--- src/lq_macros.svh ---
`ifndef LQ_MACROS_SVH
`define LQ_MACROS_SVH

// queue geometry
`define LQ_SIZE       8
`define LQ_DISP_W     2

// execution pipes feeding the queue
`define LQ_LSU_PORTS  2

// field widths
`define LQ_CMT_ID_W   5
`define LQ_VADDR_W    39

// miss-queue indices are one-hot of this width
`define LQ_MISSQ_SIZE 4

// entry index width
`define LQ_IDX_W      $clog2(`LQ_SIZE)

`endif

--- src/lq_pkg.sv ---
`include "lq_macros.svh"

package lq_pkg;

  typedef logic [`LQ_IDX_W-1:0] lq_idx_t;

  typedef enum logic [2:0] {
    ST_FREE, ST_ISSUED, ST_TLB_HAZ, ST_RUN, ST_MISSQ_HAZ, ST_DONE
  } lq_state_t;

  typedef enum logic [1:0] {
    HAZ_NONE, HAZ_MISSQ_CONFLICT, HAZ_MISSQ_FULL, HAZ_MISSQ_ASSIGNED
  } lq_haz_t;

  // load flavours carried with each dispatch slot
  typedef enum logic [2:0] {
    OP_LB, OP_LH, OP_LW, OP_LD, OP_LBU, OP_LHU, OP_LWU
  } lq_op_t;

  typedef struct packed {
    logic [`LQ_DISP_W-1:0]   valid;
    logic [`LQ_CMT_ID_W-1:0] cmt_id;  // shared by the whole group
    lq_op_t [`LQ_DISP_W-1:0] op;
  } lq_disp_t;

  typedef struct packed {
    logic                    valid;
    logic [`LQ_CMT_ID_W-1:0] cmt_id;
    logic [`LQ_DISP_W-1:0]   grp_id;  // one-hot slot
  } lq_alloc_t;

  typedef struct packed {
    logic                    update;
    logic [`LQ_CMT_ID_W-1:0] cmt_id;
    logic [`LQ_DISP_W-1:0]   grp_id;
    logic                    tlb_miss;
    logic [`LQ_VADDR_W-1:0]  vaddr;
  } lq_ex1_upd_t;

  typedef struct packed {
    logic                      update;
    lq_idx_t                   index;
    lq_haz_t                   hazard;
    logic [`LQ_MISSQ_SIZE-1:0] missq_oh;
  } lq_ex2_upd_t;

  typedef struct packed {
    logic                      valid;
    logic [`LQ_MISSQ_SIZE-1:0] index_oh;
  } lq_missq_resolve_t;

  typedef struct packed {
    logic                    valid;
    logic [`LQ_CMT_ID_W-1:0] cmt_id;
    logic [`LQ_DISP_W-1:0]   grp_id;
    logic [`LQ_VADDR_W-1:0]  vaddr;
  } lq_done_rpt_t;

  typedef struct packed {
    logic [`LQ_CMT_ID_W-1:0] cmt_id;
    logic [`LQ_DISP_W-1:0]   grp_id;
  } lq_entry_tag_t;

endpackage

--- src/lq_alloc.sv ---
`timescale 1ns/1ps
`include "lq_macros.svh"

module lq_alloc
  import lq_pkg::*;
(
  input  logic      i_clk,
  input  logic      i_reset_n,
  input  lq_disp_t  i_disp,
  input  logic      i_retire,
  output lq_alloc_t o_alloc [`LQ_SIZE],
  output logic      o_disp_ready,
  output lq_idx_t   o_head_ptr
);

  localparam int CNT_W = $clog2(`LQ_SIZE + 1);

  lq_idx_t          r_in_ptr;
  lq_idx_t          r_out_ptr;
  logic [CNT_W-1:0] r_count;     // occupied entries
  logic [CNT_W-1:0] w_disp_num;
  lq_idx_t          w_slot_ptr [`LQ_DISP_W];

  // each valid slot lands after the valid slots before it
  always_comb begin
    w_disp_num = '0;
    for (int s = 0; s < `LQ_DISP_W; s++) begin
      w_slot_ptr[s] = r_in_ptr + lq_idx_t'(w_disp_num);
      w_disp_num    = w_disp_num + CNT_W'(i_disp.valid[s]);
    end
  end

  for (genvar e = 0; e < `LQ_SIZE; e++) begin : g_entry
    logic [`LQ_DISP_W-1:0] w_hit;

    for (genvar s = 0; s < `LQ_DISP_W; s++) begin : g_slot
      assign w_hit[s] = i_disp.valid[s] && (w_slot_ptr[s] == lq_idx_t'(e));
    end

    // at most one slot hits an entry, so the hit vector is the group id
    assign o_alloc[e] = '{valid:  |w_hit,
                          cmt_id: i_disp.cmt_id,
                          grp_id: w_hit};
  end

  always_ff @(posedge i_clk, negedge i_reset_n) begin
    if (!i_reset_n) begin
      r_in_ptr  <= '0;
      r_out_ptr <= '0;
      r_count   <= '0;
    end else begin
      r_in_ptr <= r_in_ptr + lq_idx_t'(w_disp_num);
      if (i_retire) begin
        r_out_ptr <= r_out_ptr + 1'b1;
      end
      r_count <= r_count + w_disp_num - CNT_W'(i_retire);
    end
  end

  // room for a full group
  assign o_disp_ready = (CNT_W'(`LQ_SIZE) - r_count) >= CNT_W'(`LQ_DISP_W);
  assign o_head_ptr   = r_out_ptr;

endmodule

--- src/lq_update_match.sv ---
`timescale 1ns/1ps
`include "lq_macros.svh"

module lq_update_match
  import lq_pkg::*;
(
  input  lq_ex1_upd_t         i_ex1_upd [`LQ_LSU_PORTS],
  input  lq_ex2_upd_t         i_ex2_upd [`LQ_LSU_PORTS],
  input  lq_entry_tag_t       i_tags [`LQ_SIZE],
  output logic [`LQ_SIZE-1:0] o_ex1_hit,
  output lq_ex1_upd_t         o_ex1_sel [`LQ_SIZE],
  output logic [`LQ_SIZE-1:0] o_ex2_hit,
  output lq_ex2_upd_t         o_ex2_sel [`LQ_SIZE]
);

  for (genvar e = 0; e < `LQ_SIZE; e++) begin : g_entry
    logic [`LQ_LSU_PORTS-1:0] w_ex1_match;
    logic [`LQ_LSU_PORTS-1:0] w_ex2_match;
    lq_ex1_upd_t              w_ex1_sel;
    lq_ex2_upd_t              w_ex2_sel;

    for (genvar p = 0; p < `LQ_LSU_PORTS; p++) begin : g_port
      // EX1 finds its load by commit id and slot
      assign w_ex1_match[p] = i_ex1_upd[p].update &&
                              (i_ex1_upd[p].cmt_id == i_tags[e].cmt_id) &&
                              (i_ex1_upd[p].grp_id == i_tags[e].grp_id);
      // EX2 already knows the entry index
      assign w_ex2_match[p] = i_ex2_upd[p].update &&
                              (i_ex2_upd[p].index == lq_idx_t'(e));
    end

    // one-hot OR mux over the ports
    always_comb begin
      w_ex1_sel = '0;
      w_ex2_sel = '0;
      for (int p = 0; p < `LQ_LSU_PORTS; p++) begin
        w_ex1_sel = w_ex1_sel | ({$bits(lq_ex1_upd_t){w_ex1_match[p]}} & i_ex1_upd[p]);
        w_ex2_sel = w_ex2_sel | ({$bits(lq_ex2_upd_t){w_ex2_match[p]}} & i_ex2_upd[p]);
      end
    end

    assign o_ex1_hit[e] = |w_ex1_match;
    assign o_ex2_hit[e] = |w_ex2_match;
    assign o_ex1_sel[e] = w_ex1_sel;
    assign o_ex2_sel[e] = w_ex2_sel;
  end

endmodule

--- src/lq_entry_array.sv ---
`timescale 1ns/1ps
`include "lq_macros.svh"

module lq_entry_array
  import lq_pkg::*;
(
  input  logic                     i_clk,
  input  logic                     i_reset_n,
  input  lq_alloc_t                i_alloc [`LQ_SIZE],
  input  logic [`LQ_SIZE-1:0]      i_ex1_hit,
  input  lq_ex1_upd_t              i_ex1_sel [`LQ_SIZE],
  input  logic [`LQ_SIZE-1:0]      i_ex2_hit,
  input  lq_ex2_upd_t              i_ex2_sel [`LQ_SIZE],
  input  logic [`LQ_LSU_PORTS-1:0] i_tlb_resolve,
  input  lq_missq_resolve_t        i_missq_resolve,
  input  lq_idx_t                  i_head_ptr,
  output lq_entry_tag_t            o_tags [`LQ_SIZE],
  output logic                     o_retire,
  output lq_done_rpt_t             o_done_report
);

  lq_state_t              w_state [`LQ_SIZE];
  logic [`LQ_VADDR_W-1:0] w_vaddr [`LQ_SIZE];

  for (genvar e = 0; e < `LQ_SIZE; e++) begin : g_entry
    lq_state_t                 r_state;
    lq_entry_tag_t             r_tag;
    logic [`LQ_VADDR_W-1:0]    r_vaddr;
    logic [`LQ_MISSQ_SIZE-1:0] r_missq_oh;
    logic                      w_take;
    logic                      w_ex1;
    logic                      w_ex2;
    logic                      w_free;

    assign w_take = i_alloc[e].valid && (r_state == ST_FREE);
    assign w_ex1  = i_ex1_hit[e] && (r_state == ST_ISSUED);
    assign w_ex2  = i_ex2_hit[e] && (r_state == ST_RUN);
    assign w_free = o_retire && (i_head_ptr == lq_idx_t'(e));

    always_ff @(posedge i_clk, negedge i_reset_n) begin
      if (!i_reset_n) begin
        r_state <= ST_FREE;
      end else begin
        case (r_state)
          ST_FREE:      if (w_take) r_state <= ST_ISSUED;
          ST_ISSUED:    if (w_ex1) r_state <= i_ex1_sel[e].tlb_miss ? ST_TLB_HAZ : ST_RUN;
          ST_TLB_HAZ:   if (|i_tlb_resolve) r_state <= ST_RUN;  // any port wakes all
          ST_RUN: begin
            if (w_ex2) begin
              r_state <= (i_ex2_sel[e].hazard == HAZ_NONE) ? ST_DONE : ST_MISSQ_HAZ;
            end
          end
          ST_MISSQ_HAZ: begin
            if (i_missq_resolve.valid && (i_missq_resolve.index_oh == r_missq_oh)) begin
              r_state <= ST_RUN;
            end
          end
          ST_DONE:      if (w_free) r_state <= ST_FREE;
          default:      r_state <= ST_FREE;
        endcase
      end
    end

    always_ff @(posedge i_clk) begin
      if (w_take) begin
        r_tag.cmt_id <= i_alloc[e].cmt_id;
        r_tag.grp_id <= i_alloc[e].grp_id;
      end
      if (w_ex1) begin
        r_vaddr <= i_ex1_sel[e].vaddr;
      end
      if (w_ex2) begin
        r_missq_oh <= i_ex2_sel[e].missq_oh;  // only looked at in ST_MISSQ_HAZ
      end
    end

    assign o_tags[e]  = r_tag;
    assign w_state[e] = r_state;
    assign w_vaddr[e] = r_vaddr;
  end

  // head reports as soon as it is done
  assign o_retire = (w_state[i_head_ptr] == ST_DONE);

  always_comb begin
    o_done_report.valid  = o_retire;
    o_done_report.cmt_id = o_tags[i_head_ptr].cmt_id;
    o_done_report.grp_id = o_tags[i_head_ptr].grp_id;
    o_done_report.vaddr  = w_vaddr[i_head_ptr];
  end

endmodule

--- src/load_queue_top.sv ---
`timescale 1ns/1ps
`include "lq_macros.svh"

module load_queue_top
  import lq_pkg::*;
(
  input  logic                     i_clk,
  input  logic                     i_reset_n,
  input  lq_disp_t                 i_disp,
  output logic                     o_disp_ready,
  input  lq_ex1_upd_t              i_ex1_upd [`LQ_LSU_PORTS],
  input  lq_ex2_upd_t              i_ex2_upd [`LQ_LSU_PORTS],
  input  logic [`LQ_LSU_PORTS-1:0] i_tlb_resolve,
  input  lq_missq_resolve_t        i_missq_resolve,
  output lq_done_rpt_t             o_done_report
);

  lq_alloc_t           w_alloc [`LQ_SIZE];
  lq_entry_tag_t       w_tags [`LQ_SIZE];
  logic [`LQ_SIZE-1:0] w_ex1_hit;
  lq_ex1_upd_t         w_ex1_sel [`LQ_SIZE];
  logic [`LQ_SIZE-1:0] w_ex2_hit;
  lq_ex2_upd_t         w_ex2_sel [`LQ_SIZE];
  logic                w_retire;
  lq_idx_t             w_head_ptr;

  lq_alloc u_alloc (
    .i_clk        (i_clk),
    .i_reset_n    (i_reset_n),
    .i_disp       (i_disp),
    .i_retire     (w_retire),
    .o_alloc      (w_alloc),
    .o_disp_ready (o_disp_ready),
    .o_head_ptr   (w_head_ptr)
  );

  // runs beside the allocator on the registered tags
  lq_update_match u_update_match (
    .i_ex1_upd (i_ex1_upd),
    .i_ex2_upd (i_ex2_upd),
    .i_tags    (w_tags),
    .o_ex1_hit (w_ex1_hit),
    .o_ex1_sel (w_ex1_sel),
    .o_ex2_hit (w_ex2_hit),
    .o_ex2_sel (w_ex2_sel)
  );

  lq_entry_array u_entry_array (
    .i_clk           (i_clk),
    .i_reset_n       (i_reset_n),
    .i_alloc         (w_alloc),
    .i_ex1_hit       (w_ex1_hit),
    .i_ex1_sel       (w_ex1_sel),
    .i_ex2_hit       (w_ex2_hit),
    .i_ex2_sel       (w_ex2_sel),
    .i_tlb_resolve   (i_tlb_resolve),
    .i_missq_resolve (i_missq_resolve),
    .i_head_ptr      (w_head_ptr),
    .o_tags          (w_tags),
    .o_retire        (w_retire),
    .o_done_report   (o_done_report)
  );

endmodule

--- config.mk ---
export PLATFORM = sky130hd
export DESIGN_NAME = load_queue_top
export DESIGN_NICKNAME = d
export VERILOG_FILES = /design/src/lq_pkg.sv /design/src/lq_alloc.sv /design/src/lq_update_match.sv /design/src/lq_entry_array.sv /design/src/load_queue_top.sv
export VERILOG_INCLUDE_DIRS = /design/src
export SDC_FILE = /design/constraint.sdc
export NUM_CORES = 1
export LEC_CHECK = 0
export BUFFER_PORTS_ARGS = -buffer_cell sky130_fd_sc_hd__buf_2
export CAP_MARGIN = 10
export CELL_PAD_IN_SITES_DETAIL_PLACEMENT = 1
export CELL_PAD_IN_SITES_GLOBAL_PLACEMENT = 1
export CORE_ASPECT_RATIO = 1.5
export CORE_MARGIN = 2
export CORE_UTILIZATION = 50
export DETAILED_ROUTE_END_ITERATION = 8
export GPL_ROUTABILITY_DRIVEN = 1
export GPL_TIMING_DRIVEN = 0
export PLACE_DENSITY_LB_ADDON = 0.2
export SYNTH_ARGS = -nofsm -noshare
export SYNTH_HDL_FRONTEND = slang
export SYNTH_SLANG_ARGS = --single-unit
--- constraint.sdc ---
create_clock -name i_clk -period 6.3 [get_ports i_clk]
set_input_delay 0.63 -clock i_clk [delete_from_list [all_inputs] [get_ports i_clk]]
set_output_delay 0.63 -clock i_clk [all_outputs]
set_load 0.05 [all_outputs]
==> Yosys cells after proc, flatten, opt, wreduce, memory -nomap -nowiden <==
Cells that the tools add are included.
{ "totals": {"ff_bits": 434, "wordCells": 497} }
{ "classes": {"add_sub_neg": 7, "magnitude_cmp": 2, "n_eq_ne": 164, "n_mux": 74, "n_bitwise": 49, "n_reduce_logical": 158} }
{ "op_table": {"columns": ["operator", "count"], "rows": [
  ["bitwise AND 40 bit", 16],
  ["bitwise OR 40 bit", 8],
  ["case mux 3 bit (6 select lines)", 8],
  ["2-to-1 mux 3 bit", 43],
  ["binary-select mux 39 bit (select 3 bit)", 1],
  ["== test 3 bit, second input constant", 37],
  ["logical AND 1 bit", 104],
  ["bitwise AND 6 bit", 16],
  ["inequality test 2 x 1 -> 1 bit, second input constant", 48],
  ["== test 5 bit", 16],
  ["== test 3 x 2 -> 1 bit, second input constant", 26],
  ["2-to-1 mux 39 bit", 2],
  ["OR reduction 2 bit", 25],
  ["bitwise OR 6 bit", 8],
  ["AND reduction 6 bit", 8],
  ["== test 3 x 1 -> 1 bit, second input constant", 13],
  ["logical NOT 3 bit", 13],
  ["== test 2 bit", 16],
  ["== test 4 bit", 8],
  ["binary-select mux 7 bit (select 3 bit)", 1],
  ["logical NOT 2 bit", 8],
  ["2-to-1 mux 1 bit", 16],
  ["2-to-1 mux 7 bit", 2],
  ["binary-select mux 3 bit (select 3 bit)", 1],
  ["10 further kinds", 10]
]} }

==> Logic depth before layout (Yosys ltp) <==
Gate-level depths: netlist (run 1).
{ "logic_depth": {"word_depth": 8, "ltp_mapped": 12, "depth_no_buf": 11} }

==> Hierarchy <==
Synthesis (run 1) repeated with hierarchy kept, for this count alone.
{ "hier_totals": {"hier_cells": 1930, "area_unflattened_um2": 23954.2} }
{ "by_module_without_submodules": {"columns": ["module", "n_inst", "cells_per_inst", "area_each_um2"], "rows": [
  ["lq_entry_array", 1, 873, 17121.4],
  ["lq_update_match", 1, 929, 5741.8],
  ["lq_alloc", 1, 128, 1091.0]
]} }

==> Worst setup path after synthesis (run 1) <==
Ideal clock, no wire load.
{ "synth_timing": {"path_type": "input-to-reg", "startpoint": "in i_ex1_upd[90] in the netlist's numbering", "endpoint": "reg u_entry_array.g_entry[7].r_vaddr[0], enable pin", "setup_time_ns": 0.484, "arrival_time_ns": 4.508, "path_slack_ns": 1.308, "path_stages": 7, "path_buffers": 2, "cell_sequence": "buf_2 -> xor2_1 -> nor3_1 -> nor3b_1 -> buf_2 -> nor2_1 -> nor3_1"} }
{ "synth_between": {"elab_chain_len": 5} }
{ "synth_rtl": {"columns": ["element", "line", "source"], "rows": [
  ["start: declaration", "load_queue_top.sv:11", "input lq_ex1_upd_t i_ex1_upd [`LQ_LSU_PORTS],"],
  ["== test 5 bit", "lq_update_match.sv:25", "(i_ex1_upd[p].cmt_id == i_tags[e].cmt_id) &&"],
  ["logical AND 1 bit", "lq_update_match.sv:24", "assign w_ex1_match[p] = i_ex1_upd[p].update &&"],
  ["logical AND 1 bit", "lq_update_match.sv:25", null],
  ["OR reduction 2 bit", "lq_update_match.sv:42", "assign o_ex1_hit[e] = |w_ex1_match;"],
  ["logical AND 1 bit", "lq_entry_array.sv:36", "assign w_ex1 = i_ex1_hit[e] && (r_state == ST_ISSUED);"],
  ["named net u_entry_array.g_entry[7].w_ex1", "lq_entry_array.sv:31", "logic w_ex1;"],
  ["end signal: assignment", "lq_entry_array.sv:70", "r_vaddr <= i_ex1_sel[e].vaddr;"],
  ["end: declaration", "lq_entry_array.sv:28", "logic [`LQ_VADDR_W-1:0] r_vaddr;"]
]} }
The timed path passes the listed nets, and every way through them passes these cells.
A chain may end at the register's enable or synchronous reset.

==> results of run 1 <==
## cells in the final DEF, fill, tap and decap left out, drive strengths merged, types with 4 or more instances in the layout
master,instances
a211oi,5
a31o,4
a31oi,6
a21o,4
diode,5
a21oi,13
nor2b,10
nand3,11
and3,4
ha,17
nor3b,11
clkinv,15
buf,248
mux4,92
nor4b,4
dfrtp,34
inv,28
o32a,4
nor2,59
edfxtp,400
xnor2,106
o21ai,13
nand2b,17
xor2,46
mux2,4
o22ai,5
a22o,346
o21a,5
nor3,30
and4bb,4
nand2,171
a22oi,6
or2,8
nand4,26
nor4,11
clkbuf,128
## metal layers
layer,up-vias,share of wire,wire length [um]
met5,-,0.00059,46
met4,8,0.060,4690
met3,269,0.060,4720
met2,780,0.54,42300
met1,8768,0.34,26500
li1,7211,-,-
## state kept, by name, indices dropped and copies added (netlist names)
name and count:
u_alloc.o_head_ptr 3, u_alloc.r_count 4, u_alloc.r_in_ptr 3, u_entry_array.g_entry.r_missq_oh 32, u_entry_array.g_entry.r_state 24, u_entry_array.g_entry.r_vaddr 312, u_entry_array.o_tags 56
## per-stage QoR
stage	hold WS (ps)	util
after detailed placement	575	0.535
after CTS	196	0.564
after global placement	535	0.527
final	192	0.565
after global routing	242	0.564
after floorplan	334	-
## cell type report
cell class | instances | area [um2] | area share
Antenna cell | 5 | 12.5 | 0.000478
Clock inverter | 22 | 191 | 0.00731
Multi-Input combinational cell | 1101 | 9490 | 0.363
Tap cell | 594 | 743 | 0.0284
Sequential cell | 434 | 12900 | 0.491
Buffer | 225 | 952 | 0.0364
Clock buffer | 57 | 1170 | 0.0447
Inverter | 26 | 97.6 | 0.00373
Timing Repair Buffer | 94 | 652 | 0.0249
## critical path: cells and delay by family (launching register included)
kind | cells | cell delay [ps]
multiplexers | 1 | 400
buffers and inverters | 4 | 1810
AND/OR/NAND/NOR | 2 | 220
flip-flops | 1 | 390
## logic make-up after synthesis
| group | count (synthesis) | synth area share |
|---|---|---|
| muxes | 97 | 0.0911 |
| DFF | 434 | 0.551 |
| and+or+nand+nor | 383 | 0.0800 |
| adders and majority gates | 19 | 0.0108 |
| buffers and inverters | 251 | 0.0450 |
| AOI/OAI and AO/OA | 450 | 0.165 |
| xor gates and xnor gates | 152 | 0.0570 |
## worst max path at each step
stage | slack [ps] | start | to
3_3_place_gp | -2680 | i_ex1_upd[90] | u_entry_array.g_entry[7].r_vaddr[13]
5_1_grt | 2140 | u_alloc.o_head_ptr[1] | o_done_report[26]
6_report | 2270 | u_alloc.o_head_ptr[1] | o_done_report[8]
2_1_floorplan | 1310 | i_ex1_upd[90] | u_entry_array.g_entry[7].r_vaddr[0]
3_5_place_dp | 1950 | i_ex1_upd[90] | u_entry_array.g_entry[7].r_vaddr[15]
4_1_cts | 2260 | u_alloc.o_head_ptr[1] | o_done_report[26]
## power groups by stage
stage | Clock, mW | Combinational [mW] | Sequential (mW)
after floorplan | 0 | 3.25 | 3.47
after global placement | 0 | 4.28 | 3.51
final | 2.58 | 4.41 | 3.47
after CTS | 2.59 | 4.42 | 3.46
after detailed placement | 0 | 4.39 | 3.52
after global routing | 2.70 | 4.69 | 3.48
==> metrics.md, run 1 <==
| Metric | Value |
|---|---|
| Post-DRT Antenna Nets | 0 |
| Power, Total | 10.5 mW |
| Status | complete, no violations |
| Die area | 48,500 um2 |
| Internal | 6.22 mW |
| Post-CTS setup buffers | 0 |
| H-Tree Depth | 2 |
| Critical-path top delay cell | clkbuf_1 |
| Ports | 186 |
| Dominant cells by area after synthesis | edfxtp_1 (51%), a22o_1 (13%), mux4_2 (8.9%) |
| Std-Cell Core Area | 46,400 um2 |
| Final hold viol count | 0 |
| Vias/cell | 6.66 |
| Req. time, crit path | 5670 ps |
| Syn Area/Cell | 13.1 um2 |
| Via count | 17,000 |
| Most used standard cell by instance count after synthesis | edfxtp_1 |
| Logic gate share of total power | 0.422 |
| Met3 global-route usage | 0.0521 |
| Setup Skew | 15.5 ps |
| Placed insts | 2,473 |
| P&R area growth vs syn | 12.1% |
| DIE WIDTH | 180 um |
| DRC | 0 |
| Unrepaired setup endpoints after global routing | no |
| Worst r2r dst | u_entry_array.g_entry[4].r_vaddr[33] |
| Setup slack after layout | 2270 ps |
| Global route overflow | 0 |
| Setup CP Type | register to output pin |
| Busiest grt layer | met2 |
| Syn Inst Count | 1,786 |
| Initial antenna violation count | 8 |
| Sequential share of the synthesized area | 0.551 |
| Reg2Reg Setup Slack | 2340 ps |
| Placed Area | 24,800 um2 |
| Port Buffer Count | 71 |
| Final HPWL DP | 55.0 mm |
| Hold crit path type | input port to async pin |
| WP data arrival | 3400 ps |
| M2 GR Usage | 0.597 |
| # clock sinks | 434 |
| Power share of the clock group | 0.247 |
| Sw frac | 0.405 |
| CTS tree | done |
| Starting density of the core | 0.504 |
| Worst setup EP type | output pin |
| Pin slew with the least headroom to its limit | 1370 ps |
| Share of cells above drive strength 1 | 0.178 |
| Layout fillers | 4,650 |
| CTS Buf Count | 44 |
| Grt met1 use | 0.339 |
| Die H | 269 um |
| Post-synth EDFFs | 400 |
| CP peak stage delay | 680 ps |
| Fin crit period | 4030 ps |
| WL/cell | 30.6 um |
| Fin area | 26,200 um2 |
| Syn Std Cell Area | 23,300 um2 |
| Nets | 2,083 |
| Top post-synthesis cells by count | edfxtp_1 (400), a22o_1 (346), nand2_1 (171), xnor2_1 (106), buf_1 (96) |
| First-pass GRT wire length | 114 mm |
| Syn_nets | 1,943 |
| Vias in the first global route | 18,200 |
| GR Util All Layers | 0.319 |
| Clock-pin slew on the worst setup and hold paths | 60 ps |
| NetSw | 4.23 mW |
| Fin crit share | 0.640 |
| First drt pass iteration count | 5 |
| Final setup vio count | 0 |
| Place WS | 1950 ps |
| Count of pins over their slew limit | 0 |
| Max Freq | 248 MHz |
| Asr flop ratio synth | 0.0783 |
| Critical Path Start Type | register |
| Largest net degree at the start of global routing | 41 |
| Static leakage | 9.15 nW |
| Setup TNS | 0 ps |
| Hold Buf Count CTS | 0 |
| Yosys reg bits | 434 |
| FF-to-FF Start | u_entry_array.o_tags[22] |
| Finished Layout Cells | 2,558 |
| Root Driver | clkbuf_16 |
| Leading area contributor after synthesis | edfxtp_1 |
| Routability-driven placement congestion ratio | 0.904 |
| Yosys cell types | 88 |
| Num rows | 97 |
| # resized after CTS | 0 |
| Sequential cell fraction of total power | 0.332 |
| Ys flop type | edfxtp_1 |
| Insertion delay to the later sink of the worst-skew pair | 570 ps |
| Clk buf depth | 3 |
| YS warnings | 0 |
| Total wire length | 78.3 mm |
| Number of DRC markers in iteration 0 | 1,643 |
| PwrDens | 399 nW/um2 |
| Max-slew headroom | 0.0809 |
| R2R cell count | 7 |
| Worst ir drop on vdd | 0.000260 V |
| Max Cap Violations | 0 |
| Crit path max fanout | 10 |
| Area share of the largest cell type after synthesis | 0.515 |
| Worst-path cell chain | buf_4, clkbuf_1, clkbuf_1, mux4_2, nand2_1, nand2_1, buf_2 |
Power figures use the tool's default switching activity.
==> inputs of run 2 (changes only) <==
- ABC_AREA: unset -> 1
- CORE_UTILIZATION: 50 -> 47
- clock period: 6.3 -> 3.8 ns (I/O delays scaled with it)
==> metrics.md, run 2 <==
| Metric | Value |
|---|---|
| Status | complete, no violations |
| Static leakage | 10.8 nW |
| Most common cell after layout, fill and taps aside | nand2_1 |
| WHS Path Cells | 1 |
| Worst setup EP type | output pin |
| Initial antenna violation count | 3 |
| WL/cell | 27.1 um |
| Routability-driven placement congestion ratio | 0.941 |
| Vias/cell | 6.40 |
| GR Util All Layers | 0.366 |
| Fin crit period | 3710 ps |
| Die area | 51,900 um2 |
| Largest net degree at the start of global routing | 35 |
| Commonest cells after routing, fill and taps aside | nand2_1 (422), nor2_1 (405), edfxtp_1 (400) |
| Syn_nets | 2,828 |
| Die H | 278 um |
| CP startpoint | u_alloc.o_head_ptr[1] |
| Crit path max-delay family | buffers and inverters |
| Reg with most FFs | u_entry_array.g_entry.r_vaddr |
| Max Cap Violations | 0 |
| Syn Std Cell Area | 23,500 um2 |
| Worst ir drop on vdd | 0.000495 V |
| Clk buf depth | 3 |
| Ports | 186 |
| Most used standard cell by instance count after synthesis | nand2_1 |
| WP buf/inv | 4 |
| Port Buffer Count | 161 |
| Share of cells above drive strength 1 | 0.117 |
| DRC | 0 |
| YS warnings | 0 |
| WP data arrival | 3330 ps |
| Post-Route Utilization | 0.545 |
| Final setup vio count | 0 |
| Setup CP Type | register to output pin |
| Post-CTS setup buffers | 0 |
| R2R cell count | 7 |
| Final HPWL DP | 70.3 mm |
| Post-synth EDFFs | 400 |
| Unrepaired setup endpoints after global routing | no |
| Post-DRT Antenna Nets | 0 |
| Sequential share of the synthesized area | 0.547 |
| Total wire length | 97.3 mm |
| DIE WIDTH | 187 um |
| Req. time, crit path | 3420 ps |
| Crit path max fanout | 10 |
| CP peak stage delay | 620 ps |
| Max FFs per register | 312 |
| Yosys cell types | 36 |
| Leading area contributor after synthesis | edfxtp_1 |
| First drt pass iteration count | 7 |
| Max-slew headroom | 0.0912 |
| Vias in the first global route | 24,000 |
| Num rows | 100 |
| Insertion delay to the later sink of the worst-skew pair | 580 ps |
| Syn Area/Cell | 8.81 um2 |
| Nets | 3,054 |
| PwrDens | 710 nW/um2 |
| Starting density of the core | 0.475 |
| H-Tree Depth | 2 |
| Top post-synthesis cells by count | nand2_1 (422), nor2_1 (405), edfxtp_1 (400), o22ai_1 (385), inv_1 (291) |
| Worst path depth | 6 |
| Dominant cells by area after synthesis | edfxtp_1 (51%), o22ai_1 (10%), nand2_1 (6.7%) |
| Std-Cell Core Area | 49,500 um2 |
| Max Freq | 270 MHz |
| Final hold viol count | 0 |
| HP Start | i_disp[10] |
| CTS Buf Count | 44 |
| Yosys reg bits | 434 |
| First-pass GRT wire length | 143 mm |
| Via count | 23,000 |
| Asr flop ratio synth | 0.0783 |
| P&R area growth vs syn | 14.8% |
| Global route overflow | 0 |
| Area share of the largest cell type after synthesis | 0.511 |
| Count of pins over their slew limit | 0 |
| Fin crit share | 0.976 |
| Number of DRC markers in iteration 0 | 2,438 |
| Hold crit path type | input port to register |
| FF-to-FF Start | u_entry_array.o_tags[6] |
| Critical Path Start Type | register |
| CTS tree | done |
| Pin slew with the least headroom to its limit | 1350 ps |
| Setup Skew | 14.6 ps |
| Worst-path cell chain | inv_1, clkbuf_2, clkbuf_1, a221oi_1, a31oi_1, buf_2 |
| Root Driver | clkbuf_16 |
| Hold Worst Slack | 124 ps |
| Syn Inst Count | 2,671 |
| Ys flop type | edfxtp_1 |
| Critical-path top delay cell | clkbuf_1 |
| Clock-pin slew on the worst setup and hold paths | 70 ps |
| # clock sinks | 434 |
-- run 2: changes by cell type after synthesis, moves of 104 or more --
cell,change
inv_1,+267
o21ai_0,+195
nand2_1,+251
o22ai_1,+380
nor2_1,+347
nand3_1,+104
a22o_1,-346
-- run 2: worst paths after layout --
kind / to / slack (ps)
worst max register to register: u_entry_array.g_entry[7].r_vaddr[4] / 380
min in group asynchronous: u_entry_array.g_entry[1].r_state[2] / 450
worst min-delay path: u_entry_array.o_tags[48] / 120
worst min register to register: u_entry_array.g_entry[0].r_state[0] / 520
worst max-delay path: o_done_report[44] / 90
max in group asynchronous: u_alloc.o_head_ptr[0] / 2720
-- run 2: timing repair --
| item | 4_1_cts | 5_1_grt |
|---|---|---|
| endpoints found under the setup margin | 5 | 6 |
| endpoints found under the hold margin | 34 | 0 |
| hold buffers | 1 | 0 |
| gates resized for setup | 4 | 5 |
| pin swaps | 0 | 0 |
-- run 2: routing by layer --
metal / track usage / vias to the layer above / routed length (um)
li1: - / 9905 / -
met1: 0.389 / 11400 / 32900
met2: 0.654 / 1317 / 49300
met3: 0.0586 / 426 / 7190
met4: 0.272 / 0 / 7890
met5: 0 / - / 0
-- run 2: cells by family (layout without fill, tap and decap cells) --
group | count (synthesis) | count (layout) | synth area share
other | 0 | 1 | 0
AND/OR/NAND/NOR | 1002 | 1002 | 0.171
XOR/XNOR | 34 | 34 | 0.0127
flip-flops | 434 | 434 | 0.547
buffers and inverters | 457 | 717 | 0.0776
AO/OA/AOI/OAI | 725 | 725 | 0.181
adder cells (fa/ha/maj) | 19 | 19 | 0.0107
-- run 2: area by class of cell --
cell class | count | area, um2
plain buffers | 159 | 714
inverters | 298 | 1120
clock inverters | 29 | 260
well taps | 663 | 830
repair buffers | 180 | 1160
fillers | 5930 | 22500
flip-flops and latches | 434 | 12900
clock buffers | 51 | 1130
diodes | 1 | 2.50
multi-input cells | 1780 | 8940
-- run 2: stage by stage --
step / area, um2 / worst slack (ps) / setup TNS (ps) / total power, mW / std cells
2_1_floorplan: 23500 / 125 / 0 / 11.6 / 2671
3_3_place_gp: 25200 / -2580 / -746580 / 14.3 / 3495
3_5_place_dp: 25600 / 96.8 / 0 / 14.7 / 3512
4_1_cts: 27000 / 88.2 / 0 / 19.0 / 3593
5_1_grt: 27000 / 14.2 / 0 / 20.0 / 3594
6_report: 27000 / 90.4 / 0 / 19.2 / 3595
-- run 2: power breakdown --
part | internal (mW) | leakage [nW] | total [mW] | switching (mW)
combinational | 2.22 | 5.92 | 8.94 | 6.71
clock | 2.41 | 0.679 | 4.39 | 1.98
sequential | 5.53 | 4.18 | 5.85 | 0.318
total | 10.2 | 10.8 | 19.2 | 9.01
